==> src/hdl/la_pkg.sv <==
// la_pkg: sample, run and word widths, fifo depth, axi4-lite register map
`default_nettype none

package la_pkg;

  ////////////////////////////////////////////////////////////////////////////
  // stream widths
  ////////////////////////////////////////////////////////////////////////////

  // raw sample from the input bus
  localparam int SMP_W = 8;
  // run counter, a run holds up to 256 samples
  localparam int CNT_W = 8;
  // encoded word {last, count, value}
  localparam int ENC_W = CNT_W + SMP_W + 1;

  // word buffer
  localparam int FIFO_DEPTH = 16;
  localparam int LVL_W      = 5;

  // decimation ratio and record length
  localparam int DEC_W = 16;
  localparam int LEN_W = 16;

  ////////////////////////////////////////////////////////////////////////////
  // cpu port and register map
  ////////////////////////////////////////////////////////////////////////////

  localparam int ADDR_W = 8;
  localparam int DAT_W  = 32;

  localparam logic [ADDR_W-1:0] REG_CTRL   = 8'h00;
  localparam logic [ADDR_W-1:0] REG_DECIM  = 8'h04;
  localparam logic [ADDR_W-1:0] REG_LENGTH = 8'h08;
  localparam logic [ADDR_W-1:0] REG_STATUS = 8'h0C;
  localparam logic [ADDR_W-1:0] REG_DATA   = 8'h10;

  // bit positions inside the registers
  localparam int CTRL_ACQ = 0;
  localparam int CTRL_ENA = 1;
  localparam int CTRL_CLR = 2;
  localparam int STAT_OVF = 8;
  localparam int DATA_VLD = 31;

endpackage

`default_nettype wire

==> src/hdl/la_axil_regs.sv <==
// la_axil_regs: axi4-lite slave with config, status, overflow flag and word pop
`timescale 1ns/100ps
`default_nettype none

module la_axil_regs (
  input  logic                        sti,
  input  logic                        ctl_rst,
  // axi4-lite write address and data
  input  logic [la_pkg::ADDR_W-1:0]   awaddr,
  input  logic                        awvalid,
  output logic                        awready,
  input  logic [la_pkg::DAT_W-1:0]    wdata,
  input  logic [la_pkg::DAT_W/8-1:0]  wstrb,
  input  logic                        wvalid,
  output logic                        wready,
  // write response
  output logic [1:0]                  bresp,
  output logic                        bvalid,
  input  logic                        bready,
  // read address and data
  input  logic [la_pkg::ADDR_W-1:0]   araddr,
  input  logic                        arvalid,
  output logic                        arready,
  output logic [la_pkg::DAT_W-1:0]    rdata,
  output logic [1:0]                  rresp,
  output logic                        rvalid,
  input  logic                        rready,
  // configuration
  output logic                        cfg_acq,
  output logic                        cfg_ena,
  output logic [la_pkg::DEC_W-1:0]    cfg_decim,
  output logic [la_pkg::LEN_W-1:0]    cfg_len,
  // status
  input  logic                        smp_drop,
  input  logic                        fifo_vld,
  output logic                        fifo_rdy,
  input  logic [la_pkg::ENC_W-1:0]    fifo_dat,
  input  logic [la_pkg::LVL_W-1:0]    fifo_lvl
);

  import la_pkg::*;

  logic             wr_acc;
  logic             ar_acc;
  logic             ovf;
  logic             ovf_clr;
  logic [DAT_W-1:0] rd_nxt;

  ////////////////////////////////////////////////////////////////////////////
  // write channel
  ////////////////////////////////////////////////////////////////////////////

  // address and data together, response slot empty
  assign wr_acc  = awvalid & wvalid & ~bvalid;
  assign awready = wr_acc;
  assign wready  = wr_acc;
  assign bresp   = 2'b00;

  always_ff @(posedge sti) begin
    if (ctl_rst) begin
      bvalid <= 1'b0;
    end else if (wr_acc) begin
      bvalid <= 1'b1;
    end else if (bready) begin
      bvalid <= 1'b0;
    end
  end

  // config registers, byte lanes per wstrb
  always_ff @(posedge sti) begin
    if (ctl_rst) begin
      cfg_acq   <= 1'b0;
      cfg_ena   <= 1'b0;
      cfg_decim <= '0;
      cfg_len   <= '0;
    end else if (wr_acc) begin
      case (awaddr)
        REG_CTRL: begin
          if (wstrb[0]) begin
            cfg_acq <= wdata[CTRL_ACQ];
            cfg_ena <= wdata[CTRL_ENA];
          end
        end
        REG_DECIM: begin
          for (int b = 0; b < DEC_W/8; b++) begin
            if (wstrb[b]) cfg_decim[8*b +: 8] <= wdata[8*b +: 8];
          end
        end
        REG_LENGTH: begin
          for (int b = 0; b < LEN_W/8; b++) begin
            if (wstrb[b]) cfg_len[8*b +: 8] <= wdata[8*b +: 8];
          end
        end
        default: begin
          cfg_acq <= cfg_acq;
        end
      endcase
    end
  end

  // sticky overflow, a new drop wins over clear
  assign ovf_clr = wr_acc & (awaddr == REG_CTRL) & wstrb[0] & wdata[CTRL_CLR];

  always_ff @(posedge sti) begin
    if (ctl_rst) begin
      ovf <= 1'b0;
    end else if (smp_drop) begin
      ovf <= 1'b1;
    end else if (ovf_clr) begin
      ovf <= 1'b0;
    end
  end

  ////////////////////////////////////////////////////////////////////////////
  // read channel
  ////////////////////////////////////////////////////////////////////////////

  assign ar_acc   = arvalid & ~rvalid;
  assign arready  = ar_acc;
  assign rresp    = 2'b00;
  // data read pops the head word, only when there is one
  assign fifo_rdy = ar_acc & (araddr == REG_DATA) & fifo_vld;

  // read mux, unknown offsets read zero
  always_comb begin
    rd_nxt = '0;
    case (araddr)
      REG_CTRL: begin
        rd_nxt[CTRL_ACQ] = cfg_acq;
        rd_nxt[CTRL_ENA] = cfg_ena;
      end
      REG_DECIM:  rd_nxt[DEC_W-1:0] = cfg_decim;
      REG_LENGTH: rd_nxt[LEN_W-1:0] = cfg_len;
      REG_STATUS: begin
        rd_nxt[LVL_W-1:0] = fifo_lvl;
        rd_nxt[STAT_OVF]  = ovf;
      end
      REG_DATA: begin
        rd_nxt[ENC_W-1:0] = fifo_dat;
        rd_nxt[DATA_VLD]  = fifo_vld;
      end
      default: rd_nxt = '0;
    endcase
  end

  always_ff @(posedge sti) begin
    if (ctl_rst) begin
      rvalid <= 1'b0;
    end else if (ar_acc) begin
      rvalid <= 1'b1;
    end else if (rready) begin
      rvalid <= 1'b0;
    end
  end

  always_ff @(posedge sti) begin
    if (ar_acc) begin
      rdata <= rd_nxt;
    end
  end

  // responses wait for the master
  a_b_hold: assert property (@(posedge sti) disable iff (ctl_rst)
    (bvalid && !bready) |=> bvalid);
  a_r_hold: assert property (@(posedge sti) disable iff (ctl_rst)
    (rvalid && !rready) |=> rvalid);

endmodule

`default_nettype wire

==> src/hdl/la_decimator.sv <==
// la_decimator: keeps one sample in decim+1, marks record ends, reports drops
`timescale 1ns/100ps
`default_nettype none

module la_decimator (
  input  logic                     sti,
  input  logic                     ctl_rst,
  // configuration
  input  logic                     cfg_acq,
  input  logic [la_pkg::DEC_W-1:0] cfg_decim,
  input  logic [la_pkg::LEN_W-1:0] cfg_len,
  // sampled bus, no back-pressure
  input  logic [la_pkg::SMP_W-1:0] smp_dat,
  // kept samples toward the encoder
  output logic                     dec_vld,
  input  logic                     dec_rdy,
  output logic [la_pkg::SMP_W-1:0] dec_dat,
  output logic                     dec_lst,
  output logic                     smp_drop
);

  import la_pkg::*;

  // cycles left until the next kept sample
  logic [DEC_W-1:0] skp_cnt;
  // kept samples in the current record
  logic [LEN_W-1:0] rec_cnt;
  logic             keep;
  logic             rec_end;

  ////////////////////////////////////////////////////////////////////////////
  // counters
  ////////////////////////////////////////////////////////////////////////////

  // first sample after enable is kept at once
  assign keep    = cfg_acq & (skp_cnt == '0);
  // length 0 disables record marks
  assign rec_end = (cfg_len != '0) & (rec_cnt == cfg_len - LEN_W'(1));

  always_ff @(posedge sti) begin
    if (ctl_rst) begin
      skp_cnt <= '0;
      rec_cnt <= '0;
      dec_vld <= 1'b0;
      dec_lst <= 1'b0;
    end else begin
      // single cycle pulse per kept sample
      dec_vld <= keep;
      if (!cfg_acq) begin
        // restart both counters while stopped
        skp_cnt <= '0;
        rec_cnt <= '0;
      end else if (keep) begin
        skp_cnt <= cfg_decim;
        rec_cnt <= rec_end ? '0 : rec_cnt + LEN_W'(1);
        dec_lst <= rec_end;
      end else begin
        skp_cnt <= skp_cnt - DEC_W'(1);
      end
    end
  end

  // sample payload
  always_ff @(posedge sti) begin
    if (keep) begin
      dec_dat <= smp_dat;
    end
  end

  // encoder busy, this sample is gone
  assign smp_drop = dec_vld & ~dec_rdy;

  // with a stable nonzero ratio, kept samples are spaced apart
  a_dec_gap: assert property (@(posedge sti) disable iff (ctl_rst)
    (dec_vld && cfg_decim != '0 && $stable(cfg_decim)) |=> !dec_vld);

endmodule

`default_nettype wire

==> src/hdl/la_rle_top.sv <==
// la_rle_top: decimator, rle encoder, word fifo and axi4-lite register bank
`timescale 1ns/100ps
`default_nettype none

module la_rle_top (
  input  logic                        sti,
  input  logic                        ctl_rst,
  // digital input bus
  input  logic [la_pkg::SMP_W-1:0]    smp_dat,
  // axi4-lite cpu port
  input  logic [la_pkg::ADDR_W-1:0]   awaddr,
  input  logic                        awvalid,
  output logic                        awready,
  input  logic [la_pkg::DAT_W-1:0]    wdata,
  input  logic [la_pkg::DAT_W/8-1:0]  wstrb,
  input  logic                        wvalid,
  output logic                        wready,
  output logic [1:0]                  bresp,
  output logic                        bvalid,
  input  logic                        bready,
  input  logic [la_pkg::ADDR_W-1:0]   araddr,
  input  logic                        arvalid,
  output logic                        arready,
  output logic [la_pkg::DAT_W-1:0]    rdata,
  output logic [1:0]                  rresp,
  output logic                        rvalid,
  input  logic                        rready
);

  import la_pkg::*;

  // configuration
  logic             cfg_acq;
  logic             cfg_ena;
  logic [DEC_W-1:0] cfg_decim;
  logic [LEN_W-1:0] cfg_len;
  logic             smp_drop;

  // decimator to encoder
  logic             dec_vld;
  logic             dec_rdy;
  logic [SMP_W-1:0] dec_dat;
  logic             dec_lst;

  // encoder to fifo
  logic             enc_vld;
  logic             enc_rdy;
  logic [ENC_W-1:0] enc_dat;

  // fifo to register bank
  logic             fifo_vld;
  logic             fifo_rdy;
  logic [ENC_W-1:0] fifo_dat;
  logic [LVL_W-1:0] fifo_lvl;

  ////////////////////////////////////////////////////////////////////////////
  // acquisition path
  ////////////////////////////////////////////////////////////////////////////

  la_decimator u_la_decimator (
    .sti       (sti),
    .ctl_rst   (ctl_rst),
    .cfg_acq   (cfg_acq),
    .cfg_decim (cfg_decim),
    .cfg_len   (cfg_len),
    .smp_dat   (smp_dat),
    .dec_vld   (dec_vld),
    .dec_rdy   (dec_rdy),
    .dec_dat   (dec_dat),
    .dec_lst   (dec_lst),
    .smp_drop  (smp_drop)
  );

  rle_encoder u_rle_encoder (
    .sti     (sti),
    .ctl_rst (ctl_rst),
    .cfg_ena (cfg_ena),
    .sti_vld (dec_vld),
    .sti_rdy (dec_rdy),
    .sti_dat (dec_dat),
    .sti_lst (dec_lst),
    .sto_vld (enc_vld),
    .sto_rdy (enc_rdy),
    .sto_dat (enc_dat)
  );

  stream_fifo #(
    .DEPTH (FIFO_DEPTH)
  ) u_stream_fifo (
    .sti     (sti),
    .ctl_rst (ctl_rst),
    .wr_vld  (enc_vld),
    .wr_rdy  (enc_rdy),
    .wr_dat  (enc_dat),
    .rd_vld  (fifo_vld),
    .rd_rdy  (fifo_rdy),
    .rd_dat  (fifo_dat),
    .lvl     (fifo_lvl)
  );

  ////////////////////////////////////////////////////////////////////////////
  // cpu side
  ////////////////////////////////////////////////////////////////////////////

  la_axil_regs u_la_axil_regs (
    .sti       (sti),
    .ctl_rst   (ctl_rst),
    .awaddr    (awaddr),
    .awvalid   (awvalid),
    .awready   (awready),
    .wdata     (wdata),
    .wstrb     (wstrb),
    .wvalid    (wvalid),
    .wready    (wready),
    .bresp     (bresp),
    .bvalid    (bvalid),
    .bready    (bready),
    .araddr    (araddr),
    .arvalid   (arvalid),
    .arready   (arready),
    .rdata     (rdata),
    .rresp     (rresp),
    .rvalid    (rvalid),
    .rready    (rready),
    .cfg_acq   (cfg_acq),
    .cfg_ena   (cfg_ena),
    .cfg_decim (cfg_decim),
    .cfg_len   (cfg_len),
    .smp_drop  (smp_drop),
    .fifo_vld  (fifo_vld),
    .fifo_rdy  (fifo_rdy),
    .fifo_dat  (fifo_dat),
    .fifo_lvl  (fifo_lvl)
  );

endmodule

`default_nettype wire

==> src/hdl/rle_encoder.sv <==
// rle_encoder: run-length encoder with valid/ready ports, bypass and stall chain
`timescale 1ns/100ps
`default_nettype none

module rle_encoder (
  input  logic                     sti,
  input  logic                     ctl_rst,
  // 0 selects bypass, one word per sample
  input  logic                     cfg_ena,
  // sample stream
  input  logic                     sti_vld,
  output logic                     sti_rdy,
  input  logic [la_pkg::SMP_W-1:0] sti_dat,
  input  logic                     sti_lst,
  // encoded word stream
  output logic                     sto_vld,
  input  logic                     sto_rdy,
  output logic [la_pkg::ENC_W-1:0] sto_dat
);

  import la_pkg::*;

  // holding stage, last accepted sample of the open run
  logic             old_vld;
  logic             old_rdy;
  logic             old_lst;
  logic [SMP_W-1:0] old_dat;

  logic             sti_trn;
  logic             cmp;
  logic             trn;

  // run length minus one
  logic [CNT_W-1:0] cnt;
  logic             max;

  ////////////////////////////////////////////////////////////////////////////
  // stall chain
  ////////////////////////////////////////////////////////////////////////////

  // output register free or draining
  assign old_rdy = sto_rdy | ~sto_vld;
  // an empty holding stage always takes a sample
  assign sti_rdy = old_rdy | ~old_vld;
  assign sti_trn = sti_vld & sti_rdy;

  ////////////////////////////////////////////////////////////////////////////
  // holding register and comparator
  ////////////////////////////////////////////////////////////////////////////

  assign cmp = (old_dat == sti_dat);

  // run closes on bypass, empty stage, full counter, record end or new value
  assign trn = ~cfg_ena | ~old_vld | max | old_lst | (~cmp & sti_vld);

  always_ff @(posedge sti) begin
    if (sti_trn) begin
      old_dat <= sti_dat;
    end
  end

  always_ff @(posedge sti) begin
    if (ctl_rst) begin
      old_lst <= 1'b0;
      old_vld <= 1'b0;
    end else begin
      // a merged sample passes its last flag to the run
      if (sti_trn) begin
        old_lst <= sti_lst;
      end
      if (sti_rdy & trn) begin
        old_vld <= sti_vld;
      end
    end
  end

  ////////////////////////////////////////////////////////////////////////////
  // run counter
  ////////////////////////////////////////////////////////////////////////////

  assign max = &cnt;

  always_ff @(posedge sti) begin
    if (ctl_rst) begin
      cnt <= '0;
    end else if (sti_trn) begin
      cnt <= trn ? '0 : cnt + CNT_W'(1);
    end
  end

  ////////////////////////////////////////////////////////////////////////////
  // output register
  ////////////////////////////////////////////////////////////////////////////

  always_ff @(posedge sti) begin
    if (ctl_rst) begin
      sto_vld <= 1'b0;
    end else if (old_rdy) begin
      sto_vld <= old_vld & trn;
    end
  end

  // closed run as {last, count, value}
  always_ff @(posedge sti) begin
    if (old_rdy & old_vld & trn) begin
      sto_dat <= {old_lst, cnt, old_dat};
    end
  end

  // word held until the buffer takes it
  a_sto_hold: assert property (@(posedge sti) disable iff (ctl_rst)
    (sto_vld && !sto_rdy) |=> (sto_vld && $stable(sto_dat)));

  // a full run restarts instead of wrapping into the next value
  a_cnt_wrap: assert property (@(posedge sti) disable iff (ctl_rst)
    (sti_trn && cnt == '1) |=> (cnt == '0));

endmodule

`default_nettype wire

==> src/hdl/stream_fifo.sv <==
// stream_fifo: show-ahead circular buffer for encoded words, with fill level
`timescale 1ns/100ps
`default_nettype none

module stream_fifo #(
  // power of two
  parameter int DEPTH = la_pkg::FIFO_DEPTH
) (
  input  logic                     sti,
  input  logic                     ctl_rst,
  // write side
  input  logic                     wr_vld,
  output logic                     wr_rdy,
  input  logic [la_pkg::ENC_W-1:0] wr_dat,
  // read side, head word always on rd_dat
  output logic                     rd_vld,
  input  logic                     rd_rdy,
  output logic [la_pkg::ENC_W-1:0] rd_dat,
  output logic [la_pkg::LVL_W-1:0] lvl
);

  import la_pkg::*;

  localparam int AW = $clog2(DEPTH);

  logic [ENC_W-1:0] mem [DEPTH];
  logic [AW-1:0]    wr_ptr;
  logic [AW-1:0]    rd_ptr;
  // one bit wider than the pointers, holds DEPTH
  logic [AW:0]      cnt;
  logic             push;
  logic             pop;

  ////////////////////////////////////////////////////////////////////////////
  // handshake
  ////////////////////////////////////////////////////////////////////////////

  assign wr_rdy = (cnt != (AW+1)'(DEPTH));
  assign rd_vld = (cnt != '0);
  assign push   = wr_vld & wr_rdy;
  assign pop    = rd_vld & rd_rdy;

  // storage
  always_ff @(posedge sti) begin
    if (push) begin
      mem[wr_ptr] <= wr_dat;
    end
  end

  // pointers wrap on their own
  always_ff @(posedge sti) begin
    if (ctl_rst) begin
      wr_ptr <= '0;
      rd_ptr <= '0;
      cnt    <= '0;
    end else begin
      if (push) begin
        wr_ptr <= wr_ptr + AW'(1);
      end
      if (pop) begin
        rd_ptr <= rd_ptr + AW'(1);
      end
      case ({push, pop})
        2'b10:   cnt <= cnt + (AW+1)'(1);
        2'b01:   cnt <= cnt - (AW+1)'(1);
        default: cnt <= cnt;
      endcase
    end
  end

  // show-ahead head word
  assign rd_dat = mem[rd_ptr];
  assign lvl    = LVL_W'(cnt);

  a_lvl_max: assert property (@(posedge sti) disable iff (ctl_rst)
    cnt <= (AW+1)'(DEPTH));

  // the consumer only asks for a word when one is there
  a_pop_empty: assert property (@(posedge sti) disable iff (ctl_rst)
    rd_rdy |-> rd_vld);

endmodule

`default_nettype wire

==> config.mk <==
export PLATFORM = sky130hd
export DESIGN_NAME = la_rle_top
export DESIGN_NICKNAME = d
export VERILOG_FILES = /design/src/hdl/la_pkg.sv /design/src/hdl/la_axil_regs.sv /design/src/hdl/la_decimator.sv /design/src/hdl/la_rle_top.sv /design/src/hdl/rle_encoder.sv /design/src/hdl/stream_fifo.sv
export SDC_FILE = /design/constraint.sdc
export NUM_CORES = 1
export LEC_CHECK = 0
export BUFFER_PORTS_ARGS = -buffer_cell sky130_fd_sc_hd__clkbuf_2
export CAP_MARGIN = 0
export CELL_PAD_IN_SITES_DETAIL_PLACEMENT = 1
export CELL_PAD_IN_SITES_GLOBAL_PLACEMENT = 2
export CORE_MARGIN = 2
export CORE_UTILIZATION = 48
export CTS_CLUSTER_DIAMETER = 120
export CTS_CLUSTER_SIZE = 30
export DETAILED_ROUTE_END_ITERATION = 8
export PLACE_DENSITY_LB_ADDON = 0.08
export SLEW_MARGIN = 30
export SYNTH_ARGS = -nofsm -noshare
export SYNTH_HDL_FRONTEND = slang
export SYNTH_SLANG_ARGS = --single-unit
export TNS_END_PERCENT = 30
==> constraint.sdc <==
create_clock -name sti -period 5.3 [get_ports sti]
set_input_delay 0.795 -clock sti [delete_from_list [all_inputs] [get_ports sti]]
set_output_delay 0.795 -clock sti [all_outputs]
set_load 0.005 [all_outputs]
# [Yosys cells after proc, flatten, opt, wreduce, memory -nomap -nowiden]
# Memory sizes are Yosys's and may differ from the RTL's. A register that Yosys moved wholly into a read port is not among the register bits.
# Index checks and enable logic that the tools add are counted.
[totals] ff_bits=146 ramBits=272 inputBits=67 out_inout_bits=41 elab_cells=114 n_memories=1
[classes] n_addsub=8 n_eq_ne=11 mux=19 n_bitwise=33 n_reduce_logical=17
[mem_list] name="u_stream_fifo.mem" words=16 width=17 rd=1 rd_clocked_by_memory_dff=1 wr=1 line="stream_fifo.sv:26" text="logic [ENC_W-1:0] mem [DEPTH];"
[ops] cell="2-to-1 mux 16 bit" count=2
[ops] cell="subtractor 16 x 1 -> 16 bit (second input constant)" count=2
[ops] cell="equality test 8 x 4 -> 1 bit (second input constant)" count=3
[ops] cell="one-hot mux 7 bit (3 select lines)" count=1
[ops] cell="bitwise AND 1 bit" count=19
[ops] cell="adder 16 x 1 -> 16 bit (second input constant)" count=1
[ops] cell="equality test 16 bit" count=1
[ops] cell="equality test 8 x 3 -> 1 bit (second input constant)" count=2
[ops] cell="zero test 16 bit" count=1
[ops] cell="zero test 8 bit" count=2
[ops] cell="nonzero test 16 bit" count=1
[ops] cell="AND reduction 3 bit" count=5
[ops] cell="one-hot mux 3 bit (4 select lines)" count=1
[ops] cell="one-hot mux 2 bit (5 select lines)" count=1
[ops] cell="one-hot mux 5 bit (2 select lines)" count=1
[ops] cell="one-hot mux 3 bit (3 select lines)" count=1
[ops] cell="adder 4 x 1 -> 4 bit (second input constant)" count=2
[ops] cell="adder 8 x 1 -> 8 bit (second input constant)" count=1
[ops] cell="equality test 8 x 5 -> 1 bit (second input constant)" count=1
[ops] cell="equality test 8 bit" count=1
[ops] cell="2-to-1 mux 1 bit" count=8
[ops] cell="2-to-1 mux 4 bit" count=2
[ops] cell="2-to-1 mux 8 bit" count=1
[ops] cell="NOT 1 bit" count=8
[ops] cell="other kinds (12)" count=20

# [Longest topological paths before layout]
[depth] depth_word=7 mapped_depth=13

# [Cells and area by module]
# Synthesis repeated with hierarchy kept, for this count alone.
[hier_totals] hier_cells=1178 area_unflattened_um2=17915.9
[modules_own_cells] module="stream_fifo" instances=1 cells_per_inst=550 area_per_inst_um2=11255.8 seq_area_each_um2=8508.2
[modules_own_cells] module="la_axil_regs" instances=1 cells_per_inst=252 area_per_inst_um2=2762.6 seq_area_each_um2=1281.2
[modules_own_cells] module="la_decimator" instances=1 cells_per_inst=270 area_per_inst_um2=2469.9 seq_area_each_um2=920.9
[modules_own_cells] module="rle_encoder" instances=1 cells_per_inst=106 area_per_inst_um2=1427.6 seq_area_each_um2=970.9

# [Least setup slack after synthesis]
# Ideal clock, no wire load.
[synth_timing] path_type="in2reg" start="in araddr[3] (netlist name)" end="reg u_stream_fifo.cnt[4], in the netlist u_stream_fifo.lvl[4]" setup_ps=128 arrival_ps=3476 path_slack_ps=1696 stages=13 n_path_buf=1 path_cell_list="clkbuf_1 nor2_1 nand4_1 a2111oi_2 ha_1 inv_1 fa_1 nor2b_1 o21ai_0 and3_1 nor3_1 xnor2_1 nor2_1"
[synth_between] elab_chain_cells=6 elab_cells_between_ends=8 cone_classes="eq/ne (3); mux (1); bitwise (3); reduce/logical (1)"
[synth_lines] element="start: declaration" line="la_rle_top.sv:21" text="input logic [la_pkg::ADDR_W-1:0] araddr,"
[synth_lines] element="equality test 8 x 5 -> 1 bit (*)" line="la_axil_regs.sv:122" text="assign fifo_rdy = ar_acc & (araddr == REG_DATA) & fifo_vld;"
[synth_lines] element="bitwise AND 1 bit (*) (2 in series)" line="la_axil_regs.sv:122"
[synth_lines] element="bitwise AND 1 bit (*)" line="stream_fifo.sv:41" text="assign pop = rd_vld & rd_rdy;"
[synth_lines] element="named net u_stream_fifo.pop" line="stream_fifo.sv:32" text="logic pop;"
[synth_lines] element="equality test 2 x 1 -> 1 bit / equality test 2 bit (equally long branches)" line="stream_fifo.sv:63" text="case ({push, pop})"
[synth_lines] element="one-hot mux 5 bit (2 select lines) / nonzero test 2 bit (equally long branches)"
[synth_lines] element="end signal: assignment" line="stream_fifo.sv:64" text="2'b10: cnt <= cnt + (AW+1)'(1);"
[synth_lines] element="end signal: assignment" line="stream_fifo.sv:65" text="2'b01: cnt <= cnt - (AW+1)'(1);"
[synth_lines] element="end signal: assignment" line="stream_fifo.sv:66" text="default: cnt <= cnt;"
[synth_lines] element="end: declaration" line="stream_fifo.sv:30" text="logic [AW:0] cnt;"
# Mark *: on every way through the listed nets, which the timed path passes. The rest lies on a longest branch.
# A chain may end at the register's enable or synchronous reset.

# [Final worst setup path]
# Same ends and word-level chain as after synthesis.

==> flow_summary.json <==
{
  "status": "finished clean",
  "pin_count": 108,
  "io_buffers": 71,
  "fp-row-count": 69,
  "synthMuxAreaShare_pct": 13.7,
  "firstDrtPassIters": 5,
  "remaining_drc_errors": 0,
  "cts_tree": "built",
  "avgRoutedWirePerCell_microns": 24.9,
  "crit_path_max_fanout": 19,
  "tns_ps": 0,
  "clk_latency_ps": 570,
  "hold_depth": 1,
  "dp.cells": 1609,
  "post_cts_resized": 0,
  "antenna_found_initial": 1,
  "yosys_warnings": 0,
  "placed_area_sq_um": 18200,
  "ant_nets": 0,
  "wl_microns": 40900,
  "fin_nets": 1250,
  "maxCapViolations": 0,
  "synth_compound_area_share_pct": 3.11,
  "grt_max_degree": 60,
  "max_slew.worst_pin.slew_ps": 895,
  "clk_pin_slew_ps": 120,
  "synth_xor_area_share_pct": 3.30,
  "crit_top_cell": "nor2_1",
  "grt_pass1_wl_microns": 61200,
  "path_cells": "clkbuf_2 > nor2_1 > nand4_1 > buf_4 > a2111oi_2 > ha_1 > inv_1 > fa_1 > nor2b_1 > o21ai_0 > and3_1 > nor3_1 > xnor2_1 > nor2_1",
  "critPathKind": "primary input to register",
  "period_needed_ps": 3510,
  "rsz0062_at_grt": "false",
  "gp_congestion": 0.780,
  "hold_class": "primary input to register",
  "fin_util_pct": 53.0,
  "yosys.area_share.simple_pct": 8.39,
  "syn-cell-area_sq_um": 17300,
  "core_area_sq_um": 35500,
  "setup.worst_path.end_class": "register",
  "fin_cells": 1642,
  "die_x_microns": 194,
  "vias": 9416,
  "root_buffer": "clkbuf_16",
  "synthAdderAreaFrac_pct": 1.13,
  "cts_setup_buffers": 0,
  "via_per_inst": 5.73,
  "ctsHoldBuffers": 0,
  "cp_slowest_cell": "a2111oi_2",
  "clock.fmax_ghz": 0.285,
  "grt_pass1_vias": 9680,
  "grt_overflow": 0,
  "synth_top_area_share_pct": 56.1,
  "powerDensity_nw_per_um2": 281,
  "cts_sinks": 422,
  "yosysSeqAreaShare_pct": 67.6,
  "drive_gt1_share_pct": 21.4,
  "netlist_instances": 1099,
  "grt_util_all_layers_pct": 21.7,
  "required_ps": 5730,
  "regArea_sq_um": 11700,
  "start_util_pct": 48.7,
  "peakVddDrop_uv": 271,
  "synth_edf_count": 323,
  "reg2reg_depth": 9,
  "numCtsBuffers": 18,
  "layout-area-overhead-vs-synth_pct": 8.76,
  "skew_ps": 34.9,
  "syn_area_per_cell_sq_um": 15.7,
  "dp_hpwl_microns": 26800,
  "drv_slew": 0,
  "fillers": 3334,
  "fin_area_sq_um": 18800,
  "dr.first_iter.drc_count": 547,
  "synth_area_leaders": "edfxtp_1 56%, dfxtp_1 11%, mux4_2 11%, nor2_1 2.3%, mux2i_1 2.2%",
  "finalHoldViolCount": 0,
  "crit_path_start_kind": "primary input",
  "ys.flop_type": "edfxtp_1",
  "synth_top_family_by_area": "multiplexers",
  "setup_violations": 0,
  "synth-seq-cells": 422,
  "htreeDepth": 1,
  "relSlewSlack_pct": 39.9,
  "yosysTopAreaCell": "edfxtp_1",
  "die_y_microns": 194,
  "fp.dieArea_sq_um": 37500,
  "arrival_ps": 3940,
  "synth_cell_types": 63,
  "synthArstFlopShare_pct": 0,
  "timing.hold.ws_ps": 403,
  "clockBufferDepth": 3,
  "multiInputGateArea_sq_um": 5240,
  "period_share_pct": 66.2,
  "p_leak_nw": 6.12,
  "slowest_delay_ps": 760
}
## path summary, 6_finish.rpt
check / slack (ps) / start / end
hold / removal: 400 / smp_dat[3] / u_la_decimator.dec_dat[3]$_DFFE_PP_
setup reg to reg: 1820 / u_la_decimator.skp_cnt[0]$_SDFF_PP0_ / u_la_decimator.rec_cnt[7]$_SDFFE_PP0P_
hold reg to reg: 470 / u_la_decimator.dec_dat[5]$_DFFE_PP_ / u_rle_encoder.old_dat[5]$_DFFE_PP_
setup / recovery: 1790 / araddr[3] / u_stream_fifo.lvl[4]$_SDFFE_PP0P_
## per-stage QoR
step / total power [W] / worst slack, ps
global placement: 0.00366 / 1210
CTS: 0.00532 / 1570
finish: 0.00527 / 1790
floorplan: 0.00363 / 1700
detailed placement: 0.00366 / 1160
global route: 0.00542 / 1540
## per-layer routing
metal,global-route usage (%),up-vias,part of all wire [%]
met5,0,-,0
met4,4.55,0,2.0
met3,1.97,41,3.5
met2,35.8,179,49
met1,31.6,4915,46
li1,-,4281,-
## worst max-delay path, delay by kind of cell
| kind | cells | cell delay, ps |
|---|---|---|
| and+or+nand+nor | 6 | 840 |
| buffers and inverters | 3 | 520 |
| AOI/OAI and AO/OA | 2 | 880 |
| xor gates and xnor gates | 1 | 140 |
| adders and majority gates | 2 | 740 |
## power by group
group          switching [W]  internal, W  leakage, nW
logic              0.0000364    0.0000245         2.15
registers         0.00000401      0.00352         3.72
clock network        0.00102     0.000676        0.261
total                0.00106      0.00422         6.12
## synth_stat cells, types with 3 or more instances
library cell  number
or3_1              3
nor2b_1            9
o21ai_0           15
nor2_1           108
nand4_1           15
ha_1              14
mux4_2            85
mux2i_1           38
mux2_2             6
edfxtp_1         323
buf_4             20
nand3b_1           4
xor2_1            28
a211oi_1           9
buf_1             11
nand2_1           38
buf_2              5
clkbuf_1          31
or4_1              5
inv_1             33
o22ai_1            6
xnor2_1           37
and3_1             7
nand2b_1           8
nor4_1            10
nor3b_1            5
nand3_1            6
dfxtp_1           99
nor3_1            42
a21oi_1           20
a22oi_1           14
nor2_2             4
## cell usage in the layout, fill, tap and decap left out, drive strengths merged, types with 20 or more instances in the layout
cell    count
edfxtp    323
nor2      112
clkbuf    100
dfxtp      99
mux4       85
nor3       43
nand2      38
mux2i      38
xnor2      37
inv        35
buf        29
xor2       28
a21oi      20
## cell type report
| type | count | share of cell area (%) |
|---|---|---|
| well taps | 461 | 3.07 |
| diodes | 1 | 0.0133 |
| multi-input cells | 591 | 27.9 |
| flip-flops and latches | 422 | 62.2 |
| clock buffers | 29 | 2.62 |
| inverters | 35 | 0.706 |
| clock inverters | 3 | 0.333 |
| repair buffers | 100 | 3.16 |
## cells by family (layout without fill, tap and decap cells)
group                    count (synthesis)  after routing
buffers and inverters                  103            167
AND/OR/NAND/NOR                        284            284
flip-flops                             422            422
XOR/XNOR                                65             65
multiplexers                           129            129
other                                    1             19
adder cells (fa/ha/maj)                 15             15
AO/OA/AOI/OAI                           80             80
## flip-flops by register name, indices dropped and copies added (netlist names), 5 cells and up, named ones only
signal	flops
u_rle_encoder.sto_dat	17
u_stream_fifo.mem	272
u_la_decimator.rec_cnt	16
u_la_decimator.dec_dat	8
u_la_decimator.skp_cnt	16
u_stream_fifo.lvl	5
u_la_axil_regs.rdata	18
u_rle_encoder.cnt	8
u_la_axil_regs.cfg_decim	16
u_rle_encoder.old_dat	8
u_la_axil_regs.cfg_len	16
Note: power is estimated with default switching activity, not from simulation.
